**src/vec_mem_pkg.sv**
```systemverilog
/*
 * Memory side definitions
 * RAM geometry, download stream, file index codes,
 * load offsets and post-load erase constants
 */
package vec_mem_pkg;

	// 512 KB array, main RAM in bank 0 plus E-disk banks
	localparam int RAM_AW    = 19;
	localparam int RAM_WORDS = 524288;
	localparam int ED_PAGE_W = 3;

	// Byte stream from the file download source
	typedef struct packed {
		logic        active;
		logic        wr;
		logic [7:0]  index;
		logic [24:0] addr;
		logic [7:0]  data;
	} dl_req_t;

	// File type codes
	localparam logic [7:0] IDX_ROM = 8'h01;
	localparam logic [7:0] IDX_COM = 8'h41;
	localparam logic [7:0] IDX_C00 = 8'h81;
	localparam logic [7:0] IDX_EDD = 8'hC1;

	// Where each file type lands in the array
	localparam logic [24:0] OFS_ROM = 25'h0000100;
	localparam logic [24:0] OFS_COM = 25'h0000100;
	localparam logic [24:0] OFS_C00 = 25'h0000000;
	localparam logic [24:0] OFS_EDD = 25'h0010000;

	// Erase wraps inside bank 0 and stops at the load start
	localparam logic [RAM_AW-1:0] ERASE_MASK = 19'h0FFFF;
	localparam logic [RAM_AW-1:0] ERASE_END  = 19'h00100;
	localparam int                ERASE_DIV  = 2;

endpackage

```
**src/vec_bus_pkg.sv**
```systemverilog
/*
 * CPU bus definitions
 * Status word, bus cycle and RAM request structs,
 * joystick control byte views and the I/O port map
 */
package vec_bus_pkg;
	import vec_mem_pkg::*;

	// 8080 status byte, latched at SYNC
	typedef struct packed {
		logic ram_read;
		logic io_read;
		logic m1;
		logic io_write;
		logic halt_ack;
		logic io_stack;
		logic write_n;
		logic int_ack;
	} status_word_t;

	// One CPU bus cycle
	typedef struct packed {
		logic         valid;
		logic         rd;
		logic         wr;
		status_word_t status;
		logic [15:0]  addr;
		logic [7:0]   wdata;
	} cpu_req_t;

	// Request into the shared RAM
	typedef struct packed {
		logic              valid;
		logic              we;
		logic [RAM_AW-1:0] addr;
		logic [7:0]        wdata;
	} ram_req_t;

	// Joystick control byte, whole or as a bit-set command
	typedef union packed {
		logic [7:0] raw;
		struct packed {
			logic       mode;
			logic [2:0] rsvd;
			logic [2:0] idx;
			logic       val;
		} cmd;
	} joy_ctl_u;

	// ----------------------------------------
	// Port map
	localparam logic [7:0] PORT_PPI_BASE = 8'h00;
	localparam logic [7:0] PORT_JOY_CTL  = 8'h04;
	localparam logic [7:0] PORT_JOY_SEL  = 8'h06;
	localparam logic [7:0] PORT_COVOX    = 8'h07;
	localparam logic [7:0] PORT_JOY_A    = 8'h0E;
	localparam logic [7:0] PORT_JOY_B    = 8'h0F;
	localparam logic [7:0] PORT_EDISK    = 8'h10;

	// Undriven data bus reads high
	localparam logic [7:0] BYTE_IDLE = 8'hFF;

endpackage

```
**src/vec_cpu_port.sv**
```systemverilog
/*
 * CPU side of the memory system
 * Status decode, E-disk page mapping, RAM requests,
 * I/O strobes and the registered read-data mux
 */
`timescale 1ns/1ps

module vec_cpu_port
	import vec_bus_pkg::*;
	import vec_mem_pkg::*;
(
	input  logic     clk_sys,
	input  logic     cold_reset,
	input  cpu_req_t cpu_i,
	input  logic     ram_grant_i,
	input  logic [7:0] ram_rdata_i,
	input  logic [7:0] io_rdata_i,
	input  logic [7:0] ed_reg_i,
	output ram_req_t ram_req_o,
	output logic     io_wr_o,
	output logic     io_rd_o,
	output logic [7:0] io_addr_o,
	output logic [7:0] io_wdata_o,
	output logic     cpu_ready_o,
	output logic [7:0] cpu_rdata_o
);

	status_word_t         st;
	logic                 io_cycle, mem_cycle, accept;
	logic                 ed_win, ed_ram, ed_stack;
	logic [ED_PAGE_W-1:0] ed_page;
	logic                 src_ram;
	logic [7:0]           rdata_q;

	assign st          = cpu_i.status;
	assign io_cycle    = st.io_read | st.io_write;
	assign mem_cycle   = (st.ram_read | ~st.write_n) & ~io_cycle;
	assign cpu_ready_o = ram_grant_i;
	assign accept      = cpu_i.valid & ram_grant_i;

	// ----------------------------------------
	// E-disk window and stack mapping
	assign ed_win = cpu_i.addr[15] & ((cpu_i.addr[14] ^ cpu_i.addr[13]) |
		(ed_reg_i[7] & cpu_i.addr[14] & cpu_i.addr[13]) |
		(ed_reg_i[6] & ~cpu_i.addr[14] & ~cpu_i.addr[13]));
	assign ed_ram   = ed_reg_i[5] & ed_win & mem_cycle;
	assign ed_stack = ed_reg_i[4] & st.io_stack & mem_cycle;

	// Stack mapping wins over the window
	always_comb begin
		if (ed_stack)
			ed_page = {1'b0, ed_reg_i[3:2]} + 3'd1;
		else if (ed_ram)
			ed_page = {1'b0, ed_reg_i[1:0]} + 3'd1;
		else
			ed_page = '0;
	end

	always_comb begin
		ram_req_o.valid = cpu_i.valid & mem_cycle & (cpu_i.rd | cpu_i.wr);
		ram_req_o.we    = cpu_i.wr;
		ram_req_o.addr  = {ed_page, cpu_i.addr};
		ram_req_o.wdata = cpu_i.wdata;
	end

	// Port number sits on the low address byte
	assign io_wr_o    = accept & cpu_i.wr & st.io_write;
	assign io_rd_o    = accept & cpu_i.rd & st.io_read;
	assign io_addr_o  = cpu_i.addr[7:0];
	assign io_wdata_o = cpu_i.wdata;

	// ----------------------------------------
	// Read source picked at acceptance
	always_ff @(posedge clk_sys) begin
		if (cold_reset) begin
			src_ram <= 1'b0;
		end else if (accept && cpu_i.rd) begin
			src_ram <= ~st.int_ack & ~st.io_read;
		end
	end

	always_ff @(posedge clk_sys) begin
		if (accept && cpu_i.rd) begin
			rdata_q <= st.int_ack ? BYTE_IDLE : io_rdata_i;
		end
	end

	// RAM data arrives one clock after its address
	assign cpu_rdata_o = src_ram ? ram_rdata_i : rdata_q;

	// Stalled CPU keeps its cycle on the bus
	a_req_held: assert property (@(posedge clk_sys) disable iff (cold_reset)
		cpu_i.valid && !cpu_ready_o |=> $stable(cpu_i));

endmodule

```
**config.mk**
```make
export PLATFORM = sky130hd
export DESIGN_NAME = vec_cpu_port
export DESIGN_NICKNAME = d
export VERILOG_FILES = /design/src/vec_mem_pkg.sv /design/src/vec_bus_pkg.sv /design/src/vec_cpu_port.sv
export SDC_FILE = /design/constraint.sdc
export NUM_CORES = 1
export LEC_CHECK = 0
export ABC_AREA = 1
export BUFFER_PORTS_ARGS = -buffer_cell sky130_fd_sc_hd__buf_2
export CAP_MARGIN = 20
export CORE_MARGIN = 2
export CORE_UTILIZATION = 36
export CTS_BUF_LIST = sky130_fd_sc_hd__clkbuf_8
export DETAILED_ROUTE_END_ITERATION = 7
export GPL_TIMING_DRIVEN = 0
export PLACE_DENSITY = 0.88
export SLEW_MARGIN = 10
export SYNTH_ARGS = -nofsm -noshare
export SYNTH_HDL_FRONTEND = slang
export SYNTH_SLANG_ARGS = --single-unit
```
**constraint.sdc**
```tcl
create_clock -name clk_sys -period 2.5 [get_ports clk_sys]
set_input_delay 0.125 -clock clk_sys [delete_from_list [all_inputs] [get_ports clk_sys]]
set_output_delay 0.125 -clock clk_sys [all_outputs]
set_load 0.01 [all_outputs]
```
-- After elaboration in Yosys (flattened, before gate mapping)
Index checks and enable logic that the tools add are counted.
- register bits: 9
- bits of input ports: 62
- output and inout bits: 56
- word-level logic and storage cells: 38
- add/sub/neg operators: 2
- muxes and demuxes: 3
- bitwise operators: 30
- reductions and logical operators: 1
- operators by type and width (cell ; count):
    AND 1 bit ; 18
    2-to-1 mux 8 bit ; 1
    adder 2 x 1 -> 3 bit, second input constant ; 2
    2-to-1 mux 3 bit ; 2
    NOT 1 bit ; 6
    OR 1 bit ; 5
    logical AND 1 bit ; 1
    XOR 1 bit ; 1

-- Longest topological paths before layout
Gate-level depths: netlist (run 1).
- depth in word-level cells: 9
- depth in mapped cells: 7
- gate-level depth less buffers: 7

-- Worst setup path before layout (run 1)
OpenSTA, ideal clock, no wires.
- path kind: input -> output
- start: in ram_grant_i
- end: out io_rd_o
- arrival time: 0.908 ns
- required time: 2.375 ns
- path slack: 1.467 ns
- cell stages on the path: 4
- buffers on the path: 0
- cell sequence: nand2_1 > nor2_1 > inv_1 > nor2_1
- cells in the longest elaborated chain, start to end: 3
- ends and longest elaborated chain (element ; RTL line ; source):
    start: declaration ; vec_cpu_port.sv:15 ; input logic ram_grant_i,
    AND 1 bit ; vec_cpu_port.sv:39 ; assign accept = cpu_i.valid & ram_grant_i;
    AND 1 bit (2 in series) ; vec_cpu_port.sv:68 ; assign io_rd_o = accept & cpu_i.rd & st.io_read;
    end: declaration ; vec_cpu_port.sv:21 ; output logic io_rd_o,
No other way between the ends.

-- Worst setup path in the final report (run 1)
Same ends and word-level chain as after synthesis.

==> results of run 1 <==
## cell families after synthesis
logic type	count (synthesis)	synth area share, %
AO/OA/AOI/OAI	2	1.04
flip-flops	9	27.0
buffers and inverters	56	38.3
AND/OR/NAND/NOR	65	31.1
adder cells (fa/ha/maj)	2	2.59
## cell usage after synthesis, types with 2 or more instances
cell	instances
buf_4	42
inv_1	12
nand4_1	2
edfxtp_1	8
or2_2	8
nor2_1	6
nand3_1	2
ha_1	2
nand2_1	42
## sequential cells by signal (all words and copies together) (netlist names)
register	count
rdata_q	8
src_ram	1
## final cells by class
type,instances,area [sq um],area share [%]
flip-flops and latches,9,260,17.1
repair buffers,94,470,31.0
clock inverters,1,3.75,0.247
plain buffers,43,320,21.1
multi-input cells,69,335,22.1
well taps,30,37.5,2.47
inverters,13,48.8,3.22
clock buffers,3,41.3,2.72
## final timing paths
check	from	cells after the start	slack, ns	endpoint
worst max-delay path	ram_grant_i	6	1.17	io_rd_o
worst min-delay path	cold_reset	2	0.05	src_ram$_SDFFE_PP0P_
worst max register to register	src_ram$_SDFFE_PP0P_	3	1.75	src_ram$_SDFFE_PP0P_
worst min register to register	src_ram$_SDFFE_PP0P_	3	0.64	src_ram$_SDFFE_PP0P_
## routing by layer
layer	track usage [%]	part of all wire, %
met5	0	0
met4	4.88	0.59
met3	3.49	13
met2	24.8	49
met1	17.1	37
## through the flow
| stage | hold slack [ns] | instance area [sq um] | instances | setup WS (ns) | util [%] |
|---|---|---|---|---|---|
| 2_1_floorplan | 0.194 | 965 | 134 | 1.47 | - |
| 3_3_place_gp | 0.284 | 1470 | 258 | 1.19 | 58.9 |
| 3_5_place_dp | 0.283 | 1470 | 258 | 1.16 | 58.9 |
| 4_1_cts | 0.0426 | 1520 | 262 | 1.14 | 60.7 |
| 5_1_grt | 0.0433 | 1520 | 262 | 1.00 | 60.7 |
| 6_report | 0.0475 | 1520 | 262 | 1.17 | 60.7 |
## power by group through the flow
stage | combinational, uW | sequential [uW] | clock, uW
after floorplan | 108 | 175 | 0
after global placement | 184 | 176 | 0
after detailed placement | 187 | 176 | 0
after CTS | 187 | 173 | 163
after global routing | 204 | 174 | 173
final | 185 | 173 | 158
==> out/qor.yml, run 1 <==
worst_setup_path:
  worstPathMaxFanout: 10
  max_stage_delay_ns: 0.56
  arrival_ns: 1.21
  critPathLaunchType: "input pin"
  crit_type: "input pin to output pin"
  slowest_stage: "nor2_1"
  cp_num_buf_inv: 3
  crit_chain: "buf_2 > nand2_1 > nor2_1 > inv_1 > nor2_1 > buf_2"
  crit_family: "simple AND/OR/NAND/NOR gates"
  critPathCaptureType: "output pin"
  required_ns: 2.38
drt:
  routed_via_density: 4.03
  drc: 0
  firstDrtPassIters: 4
  vias: 1055
  drtAntennaViolNets: 0
  wl_per_cell_um: 8.45
  wirelength_mm: 2.21
  drt_iter0_markers: 13
synth:
  ys_seq_area_share_pct: 27.0
  syn_nets: 198
  ys_ff_latch: 9
  synth_edf_count: 8
  synthArstFlopShare_pct: 0
  yosysTopAreaCellShare_pct: 32.7
  yosysWarnings: 0
  synth_area_leaders: "buf_4 (33%), edfxtp_1 (25%), nand2_1 (16%)"
  ys_types: 19
  synth_top_area_cell: "buf_4"
  synthCells: 134
  synthFlopType: "edfxtp_1"
  netlist_area_sq_um: 965
  syn_area_per_cell_sq_um: 7.20
placed_design:
  dp_hpwl_mm: 1.95
  routabilityCongestion: 0.684
  port_buffers: 94
layout:
  antenna_cells: 0
  syn2layout_area_growth_pct: 57.3
  final_cell_mix: "buf_2 (95), nand2_1 (42), buf_4 (42)"
  num-nets-final: 297
  fillers: 233
  layout_commonest_cell: "buf_2"
  drive_above_1_share_pct: 65.5
clock_network:
  holdBufCountCts: 0
  clkLatencyLatePin_ns: 0.22
  post-cts-setup-buffer-count: 0
  cts_buffer_depth: 2
  ctsResizeCount: 0
  cts_tree: "done"
  cts_sinks: 9
  path_clk_slew_ns: 0.04
  cts_max_level: 1
  numCtsBuffers: 3
  cts_root_buf: "clkbuf_8"
timing:
  rsz0062_at_grt: "no"
  post-route-min-period_ns: 1.33
  min_period_over_period_pct: 53.3
  slew_viol_final: 0
  worstMarginPinSlew_ns: 0.727
  finalSetupViolCount: 0
  fin_worst_skew_ns: 0
  fmax_mhz: 750
  setup_tns_ns: 0
  slew_headroom_pct: 51.4
  hold_viol: 0
power_and_ir_drop:
  power_density_nw_per_um2: 340
  clock_power_share_pct: 30.6
  design_power_total_uw: 516
  p_sw_share_pct: 25.5
  power.switching_uw: 132
  irDropWorstVdd_mv: 0.414
  comb_power_share_pct: 35.8
  intPower_uw: 385
  pwr-share-seq_pct: 33.6
  total_leakage_power_uw: 0.000951
run:
  cap_violations: 0
grt:
  track_usage_pct: 14.3
  overflow: 0
  grt_max_degree: 11
  grt_pass1_vias: 929
  grt_pass1_wl_mm: 3.73
  antenna_found_initial: 0
die:
  io_pins: 118
  fp.dieH_um: 55.8
  placementRows: 18
  coreArea_sq_um: 2500
  start_util_pct: 38.6
  die_w_um: 55.8
  die-area_sq_um: 3110
worst_hold_path:
  hold_path.class: "input pin to flop"
run_status:
  status: "completed"
No activity file was read; power rests on OpenSTA's default activity.
==> run 2: changes to the inputs <==
--- a/config.mk
+++ b/config.mk
@@ -5,15 +5,15 @@
 export SDC_FILE = /design/constraint.sdc
 export NUM_CORES = 1
 export LEC_CHECK = 0
-export ABC_AREA = 1
+export ABC_AREA = 0
 export BUFFER_PORTS_ARGS = -buffer_cell sky130_fd_sc_hd__buf_2
 export CAP_MARGIN = 20
 export CORE_MARGIN = 2
-export CORE_UTILIZATION = 36
+export CORE_UTILIZATION = 32
 export CTS_BUF_LIST = sky130_fd_sc_hd__clkbuf_8
 export DETAILED_ROUTE_END_ITERATION = 7
 export GPL_TIMING_DRIVEN = 0
-export PLACE_DENSITY = 0.88
+export PLACE_DENSITY = 0.81
 export SLEW_MARGIN = 10
 export SYNTH_ARGS = -nofsm -noshare
 export SYNTH_HDL_FRONTEND = slang
==> constraint.sdc (replaced) <==
create_clock -name clk_sys -period 1.26 [get_ports clk_sys]
set_input_delay 0.063 -clock clk_sys [delete_from_list [all_inputs] [get_ports clk_sys]]
set_output_delay 0.063 -clock clk_sys [all_outputs]
set_load 0.01 [all_outputs]
==> run 2 against run 1 <==
Effect of this change:
- non-clock buffer count grew 1
- global-route usage shrank 2.4 points
- final area shrank 2.6%
- sequential power grew 98%
- wire length shrank 5.8%
- cell count shrank 15%
- hold slack gained 0.042 ns
- total power grew 96%
- clock power grew 99%
- setup slack lost 1.1 ns
- highest routed layer is now met3
==> out/qor.yml, run 2 <==
run_status:
  status: "completed"
clock_network:
  path_clk_slew_ns: 0.04
  cts_buffer_depth: 2
  numCtsBuffers: 3
  clkLatencyLatePin_ns: 0.23
  cts_root_buf: "clkbuf_8"
  cts_sinks: 9
  post-cts-setup-buffer-count: 0
  cts_tree: "done"
  cts_max_level: 1
placed_design:
  routabilityCongestion: 0.736
  dp_hpwl_mm: 1.97
  dpl.cell_count: 218
  port_buffers: 94
power_and_ir_drop:
  comb_power_share_pct: 35.1
  intPower_uw: 769
  pwr-share-seq_pct: 33.8
  power_density_nw_per_um2: 686
  power.switching_uw: 245
  irDropWorstVdd_mv: 0.624
  clock_power_share_pct: 31.0
  total_leakage_power_uw: 0.000838
  p_sw_share_pct: 24.2
  design_power_total_uw: 1010
synth:
  ys_ff_latch: 9
  syn_area_per_cell_sq_um: 9.75
  synth_edf_count: 8
  synthCells: 93
  synth_top_area_cell: "buf_4"
  ys_seq_area_share_pct: 28.7
  synthAdderAreaFrac_pct: 2.76
  synthFlopType: "edfxtp_1"
  yosysWarnings: 0
  yosysMostFrequentCell: "buf_4"
  synth_top_family_by_area: "buffers and inverters"
  netlist_area_sq_um: 907
  syn_nets: 157
  synth.area.mux_share_pct: 11.0
  yosysTopAreaCellShare_pct: 34.8
  synthArstFlopShare_pct: 0
  ys_types: 24
  synth_compound_area_share_pct: 4.69
  ys_top_cells_by_count: "buf_4 (42), edfxtp_1 (8), mux2_2 (8), or2_2 (8)"
  synth_area_leaders: "buf_4 (35%), edfxtp_1 (26%), mux2_2 (9.9%)"
  synth_simple_gate_area_share_pct: 16.7
  synth_xor_area_share_pct: 0
layout:
  final_cell_mix: "buf_2 (94), buf_4 (42), mux2_2 (8), or2_2 (8), edfxtp_1 (8)"
  antenna_cells: 0
  largest_reg_flops: 8
  top_regs: "rdata_q (8), src_ram (1)"
  drive_above_1_share_pct: 83.3
  final_cells: 223
  fillers: 262
  num-nets-final: 257
  layout_commonest_cell: "buf_2"
  top_register: "rdata_q"
  syn2layout_area_growth_pct: 62.9
run:
  cap_violations: 0
drt:
  vias: 948
  drtAntennaViolNets: 0
  wl_per_cell_um: 9.35
  firstDrtPassIters: 2
  wirelength_mm: 2.09
  drc: 0
  drt_iter0_markers: 8
  routed_via_density: 4.25
timing:
  post-route-min-period_ns: 1.21
  setup_tns_ns: 0
  min_period_over_period_pct: 95.9
  fin_worst_skew_ns: 0
  slew_viol_final: 0
  fmax_mhz: 827
  finalSetupViolCount: 0
  slew_headroom_pct: 71.2
  hold_viol: 0
  worstMarginPinSlew_ns: 0.433
  rsz0062_at_grt: "no"
worst_setup_path:
  required_ns: 1.20
  crit_type: "flop to output pin"
  arrival_ns: 1.15
  worstPathMaxFanout: 9
  critPathCaptureType: "output pin"
  critPathLaunchType: "flop"
grt:
  antenna_found_initial: 0
  track_usage_pct: 11.9
  grt_max_degree: 11
  grt_pass1_vias: 856
  overflow: 0
  grt_pass1_wl_mm: 3.20
die:
  io_pins: 118
  coreArea_sq_um: 2730
  die_w_um: 57.2
  start_util_pct: 33.2
  die-area_sq_um: 3280
  placementRows: 19
  fp.dieH_um: 57.2
worst_hold_path:
  hold_path.class: "input pin to flop"
[run 2: cell count changes after synthesis, moves of 2 or more]
cell     before  now
o41ai_1       0    3
nor2_1        6    2
inv_1        12    2
nand2_1      42    1
mux2_2        0    8
nand3_1       2    0
[run 2: cell families after synthesis]
logic type      count (synthesis)
buf+inv                        45
simple gates                   23
mux                             9
flops                           9
compound gates                  5
fa+ha+maj                       2
[run 2: routing by layer]
metal	GRT usage, %	part of all wire, %	vias up
met5	0	0	-
met4	4.98	0	0
met3	3.40	16	0
met2	22.7	51	68
met1	12.0	33	400
li1	-	-	480
[run 2: worst paths after layout]
check | from | end | slack (ns) | depth (start not counted)
max | src_ram$_SDFFE_PP0P_ | cpu_rdata_o[3] | 0.05 | 3
min | io_rdata_i[5] | rdata_q[5]$_SDFFCE_PP1P_ | 0.09 | 2
max reg2reg | src_ram$_SDFFE_PP0P_ | src_ram$_SDFFE_PP0P_ | 0.55 | 3
min reg2reg | src_ram$_SDFFE_PP0P_ | src_ram$_SDFFE_PP0P_ | 0.63 | 3
[run 2: what timing repair did]
action | CTS | global route
gates resized for setup | 1 | 1
endpoints found under the hold margin | 1 | 0
hold buffers | 1 | 0
endpoints found under the setup margin | 8 | 6
[run 2: power groups by stage]
stage / registers, uW / clock network [uW] / logic (uW)
3_3_place_gp: 348 / 0 / 352
3_5_place_dp: 348 / 0 / 358
2_1_floorplan: 347 / 0 / 205
4_1_cts: 343 / 325 / 362
6_report: 343 / 314 / 356
5_1_grt: 344 / 345 / 389
[run 2: area by class of cell]
class | instances | area (sq um) | share of cell area (%)
Multi-Input combinational cell | 39 | 319 | 21.6
Sequential cell | 9 | 260 | 17.6
Clock buffer | 3 | 41.3 | 2.79
Inverter | 2 | 7.51 | 0.508
Clock inverter | 1 | 3.75 | 0.254
Tap cell | 31 | 38.8 | 2.62
Timing Repair Buffer | 95 | 480 | 32.5
Buffer | 43 | 327 | 22.1
[run 2: critical path, stage by stage (launching register included)]
cell     delay [ns]
dfxtp_1        0.31
buf_6          0.14
mux2_2         0.33
buf_2          0.14
[run 2: metrics by stage]
stage          hold slack (ns)  utilization [%]  setup slack, ns  instance area (sq um)
6_report                0.0897             54.1           0.0512                   1480
5_1_grt                 0.0923             54.1           0.0125                   1480
4_1_cts                 0.0859             53.9           0.0182                   1470
3_5_place_dp             0.227             51.8            0.150                   1420
3_3_place_gp             0.225             51.8            0.155                   1420
2_1_floorplan            0.135                -            0.286                    907
