$ cat config.mk
export PLATFORM = sky130hd
export DESIGN_NAME = vec_loader
export DESIGN_NICKNAME = d
export VERILOG_FILES = /design/src/vec_mem_pkg.sv /design/src/vec_bus_pkg.sv /design/src/vec_loader.sv
export SDC_FILE = /design/constraint.sdc
export NUM_CORES = 1
export LEC_CHECK = 0
export ABC_AREA = 1
export BUFFER_PORTS_ARGS = -buffer_cell sky130_fd_sc_hd__buf_2
export CORE_MARGIN = 10
export CORE_UTILIZATION = 47
export CTS_CLUSTER_SIZE = 8
export DETAILED_ROUTE_END_ITERATION = 8
export PLACE_DENSITY = 0.84
export SYNTH_ARGS = -nofsm -noshare
export SYNTH_HDL_FRONTEND = slang
export SYNTH_SLANG_ARGS = --single-unit
$ cat constraint.sdc
create_clock -name clk_sys -period 2.21 [get_ports clk_sys]
set_input_delay 0.221 -clock clk_sys [delete_from_list [all_inputs] [get_ports clk_sys]]
set_output_delay 0.221 -clock clk_sys [all_outputs]
set_load 0.005 [all_outputs]
$ cat src/vec_mem_pkg.sv
/*
 * Memory side definitions
 * RAM geometry, download stream, file index codes,
 * load offsets and post-load erase constants
 */
package vec_mem_pkg;

	// 512 KB array, main RAM in bank 0 plus E-disk banks
	localparam int RAM_AW    = 19;
	localparam int RAM_WORDS = 524288;
	localparam int ED_PAGE_W = 3;

	// Byte stream from the file download source
	typedef struct packed {
		logic        active;
		logic        wr;
		logic [7:0]  index;
		logic [24:0] addr;
		logic [7:0]  data;
	} dl_req_t;

	// File type codes
	localparam logic [7:0] IDX_ROM = 8'h01;
	localparam logic [7:0] IDX_COM = 8'h41;
	localparam logic [7:0] IDX_C00 = 8'h81;
	localparam logic [7:0] IDX_EDD = 8'hC1;

	// Where each file type lands in the array
	localparam logic [24:0] OFS_ROM = 25'h0000100;
	localparam logic [24:0] OFS_COM = 25'h0000100;
	localparam logic [24:0] OFS_C00 = 25'h0000000;
	localparam logic [24:0] OFS_EDD = 25'h0010000;

	// Erase wraps inside bank 0 and stops at the load start
	localparam logic [RAM_AW-1:0] ERASE_MASK = 19'h0FFFF;
	localparam logic [RAM_AW-1:0] ERASE_END  = 19'h00100;
	localparam int                ERASE_DIV  = 2;

endpackage

$ cat src/vec_bus_pkg.sv
/*
 * CPU bus definitions
 * Status word, bus cycle and RAM request structs,
 * joystick control byte views and the I/O port map
 */
package vec_bus_pkg;
	import vec_mem_pkg::*;

	// 8080 status byte, latched at SYNC
	typedef struct packed {
		logic ram_read;
		logic io_read;
		logic m1;
		logic io_write;
		logic halt_ack;
		logic io_stack;
		logic write_n;
		logic int_ack;
	} status_word_t;

	// One CPU bus cycle
	typedef struct packed {
		logic         valid;
		logic         rd;
		logic         wr;
		status_word_t status;
		logic [15:0]  addr;
		logic [7:0]   wdata;
	} cpu_req_t;

	// Request into the shared RAM
	typedef struct packed {
		logic              valid;
		logic              we;
		logic [RAM_AW-1:0] addr;
		logic [7:0]        wdata;
	} ram_req_t;

	// Joystick control byte, whole or as a bit-set command
	typedef union packed {
		logic [7:0] raw;
		struct packed {
			logic       mode;
			logic [2:0] rsvd;
			logic [2:0] idx;
			logic       val;
		} cmd;
	} joy_ctl_u;

	// ----------------------------------------
	// Port map
	localparam logic [7:0] PORT_PPI_BASE = 8'h00;
	localparam logic [7:0] PORT_JOY_CTL  = 8'h04;
	localparam logic [7:0] PORT_JOY_SEL  = 8'h06;
	localparam logic [7:0] PORT_COVOX    = 8'h07;
	localparam logic [7:0] PORT_JOY_A    = 8'h0E;
	localparam logic [7:0] PORT_JOY_B    = 8'h0F;
	localparam logic [7:0] PORT_EDISK    = 8'h10;

	// Undriven data bus reads high
	localparam logic [7:0] BYTE_IDLE = 8'hFF;

endpackage

$ cat src/vec_loader.sv
/*
 * File loader
 * Download offsetting per file type and the
 * bank 0 erase that follows a ROM or COM load
 */
`timescale 1ns/1ps

module vec_loader
	import vec_bus_pkg::*;
	import vec_mem_pkg::*;
(
	input  logic     clk_sys,
	input  logic     cold_reset,
	input  dl_req_t  dl_i,
	output ram_req_t ram_req_o,
	output logic     busy_o
);

	localparam int                DIV_W   = (ERASE_DIV > 1) ? $clog2(ERASE_DIV) : 1;
	localparam logic [DIV_W-1:0] DIV_MAX = DIV_W'(ERASE_DIV - 1);

	logic [24:0]       dl_ofs, dl_addr;
	logic [RAM_AW-1:0] last_addr, erase_addr, next_erase;
	logic              old_active, trigger, erasing, erase_wr;
	logic              erase_start, erase_step;
	logic [DIV_W-1:0]  erase_div;

	always_comb begin
		case (dl_i.index)
			IDX_ROM: dl_ofs = OFS_ROM;
			IDX_COM: dl_ofs = OFS_COM;
			IDX_C00: dl_ofs = OFS_C00;
			IDX_EDD: dl_ofs = OFS_EDD;
			default: dl_ofs = '0;
		endcase
	end

	assign dl_addr     = dl_i.addr + dl_ofs;
	assign next_erase  = (erase_addr + 1'b1) & ERASE_MASK;
	assign erase_start = old_active & ~dl_i.active & trigger;
	assign erase_step  = erasing & ~dl_i.active & (erase_div == DIV_MAX);
	assign busy_o      = erase_start | erasing | erase_wr;

	// ----------------------------------------
	// Erase sequencing
	always_ff @(posedge clk_sys) begin
		if (cold_reset) begin
			old_active <= 1'b0;
			trigger    <= 1'b0;
			erasing    <= 1'b0;
			erase_wr   <= 1'b0;
			erase_div  <= '0;
		end else begin
			old_active <= dl_i.active;
			erase_wr   <= 1'b0;
			if (dl_i.active) begin
				// A new download cancels any erase in progress
				trigger <= (dl_i.index == IDX_ROM) || (dl_i.index == IDX_COM);
				erasing <= 1'b0;
			end else if (erase_start) begin
				trigger   <= 1'b0;
				erasing   <= 1'b1;
				erase_div <= '0;
			end else if (erase_step) begin
				erase_div <= '0;
				if (next_erase == ERASE_END)
					erasing <= 1'b0;
				else
					erase_wr <= 1'b1;
			end else if (erasing) begin
				erase_div <= erase_div + 1'b1;
			end
		end
	end

	always_ff @(posedge clk_sys) begin
		if (dl_i.active && dl_i.wr)
			last_addr <= dl_addr[RAM_AW-1:0];
		if (erase_start)
			erase_addr <= last_addr;
		else if (erase_step && next_erase != ERASE_END)
			erase_addr <= next_erase;
	end

	// Download bytes first, erase zeros otherwise
	always_comb begin
		if (dl_i.active) begin
			ram_req_o.valid = 1'b1;
			ram_req_o.we    = dl_i.wr;
			ram_req_o.addr  = dl_addr[RAM_AW-1:0];
			ram_req_o.wdata = dl_i.data;
		end else begin
			ram_req_o.valid = erase_wr;
			ram_req_o.we    = erase_wr;
			ram_req_o.addr  = erase_addr;
			ram_req_o.wdata = '0;
		end
	end

	// Erase stays in bank 0 and never reaches the load start
	a_erase_bank0: assert property (@(posedge clk_sys) disable iff (cold_reset)
		erase_wr |-> (erase_addr & ~ERASE_MASK) == '0 && erase_addr != ERASE_END);

endmodule

Word-level counts from Yosys, hierarchy flattened:

Index checks and enable logic that the tools add are counted.

* add/sub/neg operators: 3
* equal/unequal tests: 5
* muxes and demuxes: 13
* bitwise logic cells: 8
* reductions and logical operators: 13

Operators by type and width (number)
* 2-to-1 mux 19 bit: 2
* case mux 17 bit (2 select lines): 1
* 2-to-1 mux 29 bit: 1
* adder 19 bit: 1
* adder 16 x 1 -> 16 bit, second input constant: 1
* == test 16 x 9 -> 1 bit, second input constant: 1
* inequality test 16 x 9 -> 1 bit, second input constant: 1
* 2-to-1 mux 1 bit: 9
* == test 8 x 1 -> 1 bit, second input constant: 1
* == test 8 x 7 -> 1 bit, second input constant: 1
* == test 8 bit, second input constant: 1
* nonzero test 2 bit: 4
* bitwise AND 1 bit: 4
* AND reduction 2 bit: 2
* OR reduction 2 bit: 2
* OR reduction 4 bit: 1
* nonzero test 3 bit: 1
* logical AND 1 bit: 2
* inverter 1 bit: 2
* OR 1 bit: 2
* adder 1 bit, second input constant: 1
* logical OR 1 bit: 1

* register bits after elaboration: 43
* input port bits: 45
* logic and storage cells: 49

Logic depth before layout (Yosys ltp):

Gate-level depths: netlist (run 1).

* depth after elaboration: 6
* depth in mapped cells: 15
* mapped depth without buffers: 15

Least setup slack after synthesis (run 1):

No wires, ideal clock.

* path kind: in2reg
* from: input dl_i[38] (netlist name)
* to: register last_addr[18] (data pin)
* setup time: 255 ps
* arrival time: 1957 ps
* path slack: -1 ps
* stages: 12
* cells stage by stage: or2_2 nor3_1 ha_1 ha_1 nand2_1 nor2_1 nand3_1 nor2_1 nand3_1 a21oi_1 nand2_1 and2_1

* longest elaborated chain between the ends: 4
* elaborated cells between the ends (all ways): 6
* those cells by class: 1 x add/sub; 3 x eq/ne; 1 x mux; 1 x reduce/logical

RTL lines
* start, declared: line vec_loader.sv:14 `input dl_req_t dl_i,`
* == test 8 x 1 -> 1 bit / == test 8 x 7 -> 1 bit (equally long branches): line vec_loader.sv:29 `case (dl_i.index)`
* OR reduction 2 bit (no line)
* case mux 17 bit (2 select lines) *: line vec_loader.sv:29
* adder 19 bit *: line vec_loader.sv:38 `assign dl_addr = dl_i.addr + dl_ofs;`
* via dl_addr[18]: line vec_loader.sv:22 `logic [24:0] dl_ofs, dl_addr;`
* end signal, assigned: line vec_loader.sv:78 `last_addr <= dl_addr[RAM_AW-1:0];`
* end, declared: line vec_loader.sv:23 `logic [RAM_AW-1:0] last_addr, erase_addr, next_erase;`

Mark *: on every way through the listed nets, which the timed path passes. The rest lies on a longest branch.
A chain may end at the register's enable or synchronous reset.

==> results.json, run 1 <==
{
  "status": "complete, but fails checks",
  "failed_checks": "negative setup slack",
  "ys_seq_elements": 43,
  "finalPower_uw": 1603,
  "worst_skew_pair.late_latency_ns": 0.31,
  "critPathCaptureType": "output port",
  "worst_setup_path_start_kind": "input port",
  "power.static_leakage_uw": 0.001640,
  "gp_congestion": 0.8386,
  "gr-usage-all-layers_pct": 15.28,
  "number_of_synthesized_flops_with_an_enable_pin": 38,
  "synth.yosys.seq_area_share_pct": 49.04,
  "numPortBuffers": 68,
  "yosysUniqueCellTypes": 30,
  "synth-adder-area-share_pct": 1.977,
  "postLayoutCellArea_um2": 3552,
  "preCtsSetupSlack_ns": -0.3294,
  "timing.critical_path.max_delay_family": "simple AND/OR/NAND/NOR gates",
  "fin_setup_tns_ns": -0.8778,
  "worst_path_max_delay_cell": "nor3_4",
  "worst-slew-pin-transition_ns": 0.4892,
  "final_report_hold_violation_count": 0,
  "crit_required_ns": 1.99,
  "grt_start_max_net_pins": 44,
  "critical-path-max-stage-delay_ns": 0.26,
  "hpwlAfterDp_mm": 4.908,
  "rsz0062_at_grt": "yes",
  "hp-class": "input port to flop",
  "drt_wl_total_mm": 7.479,
  "vias_in_the_first_global_route": 2301,
  "start_util_pct": 48.94,
  "synth_top_cell_area_share_pct": 45.08,
  "num_rows": 26,
  "syn2layout_area_growth_pct": 40.34,
  "fillers": 392,
  "yosys-top-cells-count": "nand2_1, inv_1, edfxtp_1",
  "post_synth_xor_area_fraction_pct": 3.460,
  "fmax_achieved_mhz": 412.3,
  "number_of_sinks_on_the_clock_net": 43,
  "antenna_found_initial": 0,
  "cts.clk_slew.worst_paths_ns": 0.09,
  "mean_routed_wirelength_per_cell_um": 15.55,
  "dieWidth_um": 93.39,
  "grt.overflow.total": 0,
  "postSynthCellCount": 314,
  "tritoncts": "done",
  "synth_most_common_cell": "nand2_1",
  "cp_data_arrival_time_ns": 2.20,
  "drt-pass1-iter-count": 4,
  "yosys.area_share.simple_pct": 29.51,
  "crit_type": "input port to output port",
  "crit_top_cell": "nor2_4",
  "seq_area_um2": 1241,
  "post_synth_mux_area_share_pct": 0,
  "finalSetupViolCount": 7,
  "hold_ws_ns": 0.09597,
  "report.final.slew_viol_count": 0,
  "fraction_of_the_mapped_netlist_area_in_compound_gates_pct": 8.700,
  "cts_max_path_buffers": 2,
  "multi_input_area_um2": 1353,
  "postPlaceCellArea_um2": 3034,
  "drtAntennaViolNets": 0,
  "grt_first_pass_wirelength_mm": 10.72,
  "synthArstFlopShare_pct": 0,
  "timing.critical_path.buf_inv": 3,
  "ir_drop_mv": 0.3687,
  "synth-main-ff-cell": "edfxtp_1",
  "syn_avg_cell_area_um2": 8.061,
  "timing.slew.headroom_pct": 67.19,
  "insertedDiodeCount": 0,
  "fin_worst_skew_ns": 0.01415,
  "cts_root_buffer_type": "clkbuf_8",
  "synth_nets": 363,
  "drt_first_iter_violations": 140,
  "io-pin-count": 75,
  "yosys.area.top_type": "edfxtp_1",
  "layout-drive-gt1-share_pct": 37.23,
  "mappedNetlistArea_um2": 2531,
  "power_per_cell_area_nw_per_um2": 451.3,
  "layout_worst_path_cycle_share_pct": 109.7,
  "nets": 459,
  "cts_hold_repair.buffers": 0,
  "crit_path_max_fanout": 2,
  "synthesis.yosys.warnings": 0,
  "drc_errors": 0,
  "timing.final.crit_period_ns": 2.425,
  "leading_cell_types_by_total_area_after_synthesis": "edfxtp_1, nand2_1, inv_1, o21ai_0, nor2_1",
  "synth_top_family_by_area": "simple AND/OR/NAND/NOR gates",
  "number_of_buffers_inserted_during_clock_tree_synthesis": 5,
  "vias_per_cell": 5.127,
  "cp_cell_sequence": "buf_6 -> nor2_4 -> nand3b_1 -> nor3_4 -> ha_4 -> ha_4 -> nand2_4 -> nor2_4 -> nand3_4 -> nor2_4 -> nand3_2 -> a21oi_4 -> inv_1 -> nand2_1 -> nand3_1 -> nand2_1 -> buf_2",
  "max_cap_viol_count": 0,
  "area_of_the_core_um2": 5172,
  "cts_htree_levels": 2,
  "routed-via-count": 2466,
  "floorplan.die.height_um": 93.39,
  "die_area_um2": 8721,
  "post-route-worst-setup-slack_ns": -0.2154
}
cells by family (layout without fill, tap and decap cells):
family,count (synthesis),in the layout
adder cells (fa/ha/maj),4,4
XOR/XNOR,10,10
AO/OA/AOI/OAI,39,39
AND/OR/NAND/NOR,169,169
buffers and inverters,49,146
flip-flops,43,43
timing repair:
item	in CTS	in global routing
gates resized for setup	13	50
endpoints found under the setup margin	6	28
pin swaps	11	28
cloned	0	2
buffers inserted	3	13
power breakdown:
part | leakage (µW) | internal [µW] | switching [µW]
clock | 0.0000408 | 226 | 288
sequential | 0.000383 | 904 | 7.04
combinational | 0.00122 | 79.3 | 98.2
total | 0.00164 | 1210 | 394
flip-flops by register name, summed over array words and instances, names as in the netlist:
signal      flops
erase_addr     19
erase_div       1
erase_wr        1
erasing         1
last_addr      19
old_active      1
trigger         1
routing by layer:
metal | up-vias | routed length [µm] | part of all wire, % | track usage (%)
li1 | 1213 | - | - | -
met1 | 1147 | 2899 | 39 | 17.99
met2 | 87 | 3904 | 52 | 25.64
met3 | 19 | 449 | 6.0 | 4.396
met4 | 0 | 225 | 3.0 | 5.913
met5 | - | 0 | 0 | 0
path summary, 6_finish.rpt:
| path | slack [ns] | startpoint | endpoint | cells after the start |
|---|---|---|---|---|
| min reg2reg | 0.50 | trigger | trigger | 2 |
| max reg2reg | 0.01 | erase_addr[0] | erase_addr[5] | 13 |
| max | -0.22 | dl_i[35] | ram_req_o[26] | 17 |
| min | 0.1 | dl_i[9] | last_addr[1] | 1 |
cell usage in the layout, fill, tap and decap left out, drive strengths merged, types with 2 or more instances in the layout:
master,count
ha,4
nand4,2
nor2,33
buf,97
a21oi,3
xnor2,2
dfxtp,5
o21ai,27
nand3,21
nor3,4
a31oi,7
clkinvlp,2
edfxtp,38
clkbuf,6
or2,2
nand2,104
inv,40
xor2,8
cell type report:
| cell class | count | share of cell area, % |
|---|---|---|
| Clock buffer | 5 | 1.937 |
| Multi-Input combinational cell | 222 | 38.08 |
| Inverter | 40 | 4.227 |
| Sequential cell | 43 | 34.94 |
| Tap cell | 70 | 2.466 |
| Clock inverter | 3 | 0.6692 |
| Timing Repair Buffer | 98 | 17.68 |
metrics by stage:
stage | utilization (%) | cells
6_report | 68.67 | 481
5_1_grt | 68.67 | 481
4_1_cts | 62.12 | 468
3_5_place_dp | 58.66 | 457
3_3_place_gp | 58.66 | 457
2_1_floorplan | - | 314
No activity file was read; power rests on OpenSTA's default activity.
==> run 2: changes to the inputs <==
- SETUP_SLACK_MARGIN: unset -> 0.2
==> results.json, run 2 (synthesis gave the netlist of run 1 again) <==
{
  "layout_worst_path_cycle_share_pct": 108.5,
  "layout.cells.most_common_list": "nand2_1, buf_2, inv_1, edfxtp_1, buf_4",
  "hpwlAfterDp_mm": 5.146,
  "number_of_sinks_on_the_clock_net": 43,
  "cts.clk_slew.worst_paths_ns": 0.09,
  "hp-class": "input port to flop",
  "dieWidth_um": 93.39,
  "mean_routed_wirelength_per_cell_um": 16.40,
  "regToRegSetupSlack_ns": -0.01,
  "grt.overflow.total": 0,
  "fillers": 349,
  "antenna_found_initial": 0,
  "ir_drop_mv": 0.2510,
  "post-route-worst-setup-slack_ns": -0.1868,
  "crit_path_max_fanout": 2,
  "power_per_cell_area_nw_per_um2": 436.8,
  "fin_worst_skew_ns": 0.01160,
  "vias_in_the_first_global_route": 2638,
  "crit_type": "input port to output port",
  "final_core_utilization_pct": 72.11,
  "drt_wl_total_mm": 8.169,
  "number_of_buffers_inserted_during_clock_tree_synthesis": 5,
  "finalSetupViolCount": 17,
  "final_report_hold_violation_count": 0,
  "rsz0062_at_grt": "yes",
  "power.static_leakage_uw": 0.001746,
  "timing.critical_path.buf_inv": 3,
  "critPathCaptureType": "output port",
  "cp_data_arrival_time_ns": 2.18,
  "gr-usage-all-layers_pct": 17.45,
  "drt-pass1-iter-count": 5,
  "floorplan.die.height_um": 93.39,
  "r2r.worst_path.cells": 11,
  "crit_top_cell": "nor2_4",
  "report.final.slew_viol_count": 0,
  "timing.critical_path.max_delay_family": "simple AND/OR/NAND/NOR gates",
  "worstReg2RegStart": "erase_addr[1]",
  "drt_first_iter_violations": 252,
  "worst_skew_pair.late_latency_ns": 0.31,
  "timing.slew.headroom_pct": 65.51,
  "finalPower_uw": 1629,
  "nets": 476,
  "fmax_achieved_mhz": 417.2,
  "max_cap_viol_count": 0,
  "tritoncts": "done",
  "insertedDiodeCount": 0,
  "die_area_um2": 8721,
  "area_of_the_core_um2": 5172,
  "layout-drive-gt1-share_pct": 42.06,
  "cts_htree_levels": 2,
  "layout_commonest_cell": "nand2_1",
  "timing.final.crit_period_ns": 2.397,
  "largestRegisters": "erase_addr x19, last_addr x19",
  "grt_start_max_net_pins": 44,
  "io-pin-count": 75,
  "routed-via-count": 2569,
  "cts_root_buffer_type": "clkbuf_8",
  "gp_congestion": 0.8702,
  "crit_required_ns": 1.99,
  "worstReg2RegEnd": "erase_addr[5]",
  "postPlaceCellArea_um2": 3097,
  "cts_max_path_buffers": 2,
  "num_rows": 26,
  "start_util_pct": 48.94,
  "timing.hold.worst_path_depth": 1,
  "critical-path-max-stage-delay_ns": 0.26,
  "drc_errors": 0,
  "worst_setup_path_start_kind": "input port",
  "numPortBuffers": 68,
  "vias_per_cell": 5.159,
  "worst-slew-pin-transition_ns": 0.5142,
  "status": "complete, but fails checks",
  "worstHoldEndpoint": "last_addr[3]",
  "timing.hold.worst.start": "dl_i[11]",
  "worst_path_max_delay_cell": "nor3_4",
  "cp_cell_sequence": "buf_6 -> nor2_4 -> nand3b_1 -> nor3_4 -> ha_4 -> ha_4 -> nand2_4 -> nor2_4 -> nand3_4 -> nor2_4 -> buf_4 -> nand2_2 -> xnor2_2 -> nand2_1 -> nand2_1 -> buf_2",
  "failed_checks": "negative setup slack",
  "drtAntennaViolNets": 0,
  "syn2layout_area_growth_pct": 47.36,
  "postLayoutCellArea_um2": 3730,
  "grt_first_pass_wirelength_mm": 12.14
}
==> run 2: cell count changes in the layout (fill, tap and decap cells not counted), sizes merged <==
cell      change
inv           -1
clkinv        +1
buf          +18
clkinvlp      -1
==> run 2: worst max-delay path by stage <==
stage,from,endpoint,slack [ns],cells after the start
after floorplan,dl_i[37],ram_req_o[26],0.12,14
after global placement,dl_i[37],ram_req_o[26],-0.15,16
after CTS,dl_i[38],ram_req_o[26],-0.08,16
final,dl_i[35],ram_req_o[24],-0.19,16
after global routing,dl_i[35],ram_req_o[26],-0.30,17
after detailed placement,dl_i[37],ram_req_o[26],-0.24,16
==> run 2: routing by layer <==
metal	share of wire, %	up-vias	global-route usage (%)
met5	0	-	0
met4	3.3	0	9.512
met3	6.6	25	4.956
met2	53	106	30.63
met1	37	1195	18.41
li1	-	1243	-
==> run 2: worst reg2reg max path, cell delays in order, from the launching register on <==
cell and delay, ns:
edfxtp_1 0.42, ha_4 0.17, nand3_4 0.09, nor2_4 0.22
nand3_2 0.13, xor2_2 0.24, nand2_2 0.12, nor2_4 0.17
nand2_2 0.08, nand2_2 0.10, nand2_4 0.08, buf_6 0.17
==> run 2: cell type report <==
class / count / area [µm²] / area share (%)
flip-flops and latches: 43 / 1241 / 33.28
repair buffers: 115 / 772.0 / 20.70
clock buffers: 6 / 82.58 / 2.214
multi-input cells: 222 / 1380 / 37.00
well taps: 70 / 87.58 / 2.348
clock inverters: 2 / 16.27 / 0.4361
inverters: 40 / 150.1 / 4.025
==> run 2: what timing repair did <==
item | in CTS | in global routing
setup endpoints to repair | 23 | 31
buffers inserted | 19 | 12
cloned | 0 | 0
hold buffers | 0 | 0
pin swaps | 18 | 28
resized for setup | 27 | 42
hold endpoints to repair | 0 | 0
==> run 2: report_power, final <==
| group | switching [µW] | internal [µW] | leakage (µW) | total (µW) |
|---|---|---|---|---|
| Combinational | 98.0 | 78.5 | 0.00132 | 176 |
| Clock | 287 | 255 | 0.0000474 | 542 |
| Sequential | 6.86 | 904 | 0.000383 | 911 |
| Total | 392 | 1240 | 0.00175 | 1630 |
==> run 2: through the flow <==
stage / std cells / worst slack, ns / setup TNS (ns) / hold slack [ns]
after detailed placement: 459 / -0.2417 / -0.6173 / 0.4161
final: 498 / -0.1868 / -0.8838 / 0.09569
after global placement: 459 / -0.1497 / -0.2138 / 0.4141
after floorplan: 314 / 0.1228 / 0 / 0.2979
after CTS: 486 / -0.07685 / -0.08618 / 0.09301
after global routing: 498 / -0.3048 / -3.769 / 0.08441
==> run 3: changes to the inputs <==
- ABC_AREA: 1 -> unset
==> results.json, run 3 <==
{
  "status": "complete, but fails checks",
  "failed_checks": "negative setup slack",
  "cp_data_arrival_time_ns": 2.35,
  "synth-main-ff-cell": "edfxtp_1",
  "ys_seq_elements": 43,
  "grt.overflow.total": 0,
  "grt_first_pass_wirelength_mm": 11.73,
  "critical-path-max-stage-delay_ns": 0.43,
  "crit_path_max_fanout": 12,
  "routed-via-count": 2222,
  "worst_skew_pair.late_latency_ns": 0.30,
  "crit_path_start": "erase_addr[0]",
  "post-route-worst-setup-slack_ns": -0.1244,
  "ir_drop_mv": 0.4264,
  "grt_met3_usage_pct": 6.635,
  "cts_max_path_buffers": 2,
  "hpwlAfterDp_mm": 4.991,
  "worst_setup_path_endpoint": "erase_addr[14]",
  "start_util_pct": 48.76,
  "antenna_found_initial": 0,
  "synth_top_cell_area_share_pct": 45.53,
  "mean_routed_wirelength_per_cell_um": 17.50,
  "layout.cells.most_common_list": "buf_2, buf_4, edfxtp_1",
  "worst-slew-pin-transition_ns": 0.4186,
  "final_core_utilization_pct": 72.81,
  "layout-drive-gt1-share_pct": 51.98,
  "fin_worst_skew_ns": 0.01024,
  "timing.slew.headroom_pct": 72.01,
  "critPathCaptureType": "flop",
  "yosys-top-cells-count": "edfxtp_1, nand2_1, mux2_2",
  "drt-pass1-iter-count": 4,
  "drt_wl_total_mm": 7.418,
  "grt_start_max_net_pins": 20,
  "tritoncts": "done",
  "postSynthCellCount": 235,
  "vias_in_the_first_global_route": 2402,
  "synthArstFlopShare_pct": 0,
  "worstReg2RegEnd": "erase_addr[14]",
  "grt_use_met1_pct": 17.37,
  "hp-class": "input port to flop",
  "numPortBuffers": 68,
  "worst_path_max_delay_cell": "edfxtp_1",
  "power_per_cell_area_nw_per_um2": 485.1,
  "vias_per_cell": 5.241,
  "drtAntennaViolNets": 0,
  "nets": 402,
  "cts_htree_levels": 2,
  "fmax_achieved_mhz": 428.4,
  "synth.yosys.seq_area_share_pct": 49.53,
  "area_of_the_core_um2": 5140,
  "regToRegSetupSlack_ns": -0.12,
  "crit_type": "flop to flop",
  "number_of_buffers_inserted_during_clock_tree_synthesis": 5,
  "power.static_leakage_uw": 0.001488,
  "cp_cell_sequence": "ha_2 -> nand4_1 -> nor2_2 -> mux2i_1 -> o22ai_1 -> and3b_2 -> o21ai_4 -> buf_12",
  "timing.hold.worst_path_depth": 1,
  "insertedDiodeCount": 0,
  "max_cap_viol_count": 0,
  "gr-usage-all-layers_pct": 17.07,
  "mappedNetlistArea_um2": 2506,
  "cts.clk_slew.worst_paths_ns": 0.08,
  "syn2layout_area_growth_pct": 49.33,
  "report.final.slew_viol_count": 0,
  "dieWidth_um": 93.02,
  "layout_worst_path_cycle_share_pct": 105.6,
  "leading_cell_types_by_total_area_after_synthesis": "edfxtp_1, mux2_2, xnor2_1, nand2_1, xor2_1",
  "layout_commonest_cell": "buf_2",
  "finalSetupViolCount": 21,
  "num_rows": 26,
  "timing.final.crit_period_ns": 2.334,
  "drt_first_iter_violations": 125,
  "synthesis.yosys.warnings": 0,
  "yosys.area.top_type": "edfxtp_1",
  "die_area_um2": 8653,
  "drc_errors": 0,
  "floorplan.die.height_um": 93.02,
  "cts_hold_repair.buffers": 0,
  "final_report_hold_violation_count": 0,
  "number_of_synthesized_flops_with_an_enable_pin": 38,
  "gp_congestion": 0.7998,
  "worstReg2RegStart": "erase_addr[0]",
  "worst_setup_path_start_kind": "flop",
  "cts_root_buffer_type": "clkbuf_8",
  "synth_nets": 284,
  "top_usage_layer": "met2",
  "number_of_sinks_on_the_clock_net": 43,
  "rsz0062_at_grt": "yes",
  "largestRegisters": "erase_addr x19, last_addr x19",
  "r2r.worst_path.cells": 8,
  "io-pin-count": 75,
  "finalPower_uw": 1815,
  "yosysUniqueCellTypes": 44,
  "syn_avg_cell_area_um2": 10.66,
  "grt.met2_usage_pct": 31.72,
  "crit_required_ns": 2.22,
  "synth_most_common_cell": "edfxtp_1"
}
## run 3: kinds of logic after synthesis
group                      share of synthesized area (%)
DFF                                                49.53
muxes                                              8.487
and+or+nand+nor                                    21.52
AOI/OAI and AO/OA                                  7.139
adders and majority gates                          1.997
buffers and inverters                              2.246
xor gates and xnor gates                           9.086
## run 3: how the worst min path moves through the flow
stage	slack [ns]	to	from
6_report	0.10	last_addr[1]	dl_i[9]
5_1_grt	0.1	last_addr[7]	dl_i[15]
4_1_cts	0.10	last_addr[1]	dl_i[9]
3_5_place_dp	0.41	last_addr[1]	dl_i[9]
3_3_place_gp	0.41	last_addr[1]	dl_i[9]
2_1_floorplan	0.29	old_active	cold_reset
## run 3: cell type report
type | count | area (µm²)
multi-input cells | 178 | 1450
fillers | 358 | 1398
flip-flops and latches | 43 | 1241
repair buffers | 123 | 823.3
well taps | 70 | 87.58
clock buffers | 6 | 72.57
clock inverters | 2 | 60.06
inverters | 2 | 7.507
## run 3: worst max-delay path, delay by kind of cell (launching register included)
kind	cells	cell delay [ns]
AND/OR/NAND/NOR	3	0.61
multiplexers	1	0.23
flip-flops	1	0.43
adder cells (fa/ha/maj)	1	0.22
AO/OA/AOI/OAI	2	0.37
buffers and inverters	1	0.17
## run 3: repair_timing
item,CTS,global route
buffers inserted,15,4
gates resized for setup,33,14
endpoints found under the setup margin,30,31
pin swaps,16,2
## run 3: stage by stage
| step | std cells | hold slack (ns) | area, µm² | TNS [ns] | setup WS (ns) |
|---|---|---|---|---|---|
| final | 424 | 0.1048 | 3742 | -2.236 | -0.1244 |
| after global routing | 424 | 0.09743 | 3742 | -4.989 | -0.2441 |
| after CTS | 420 | 0.1022 | 3641 | -1.177 | -0.06995 |
| after detailed placement | 397 | 0.4123 | 3226 | -2.294 | -0.2218 |
| after global placement | 397 | 0.4113 | 3226 | -0.5721 | -0.1341 |
| after floorplan | 235 | 0.2926 | 2564 | -1.775 | -0.09341 |
## run 3: per-layer routing
layer  wire (µm)  part of all wire, %  up-vias
li1            -                    -     1078
met1        2817                   38     1062
met2        3916                   53       66
met3         515                  6.9       16
met4         169                  2.3        0
met5           0                    0        -
## run 3: where the power goes
part           total (µW)  switching (µW)  internal, µW
clock network         723             272           452
logic                 181            86.8          94.4
registers             911            6.80           904
total                1820             365          1450
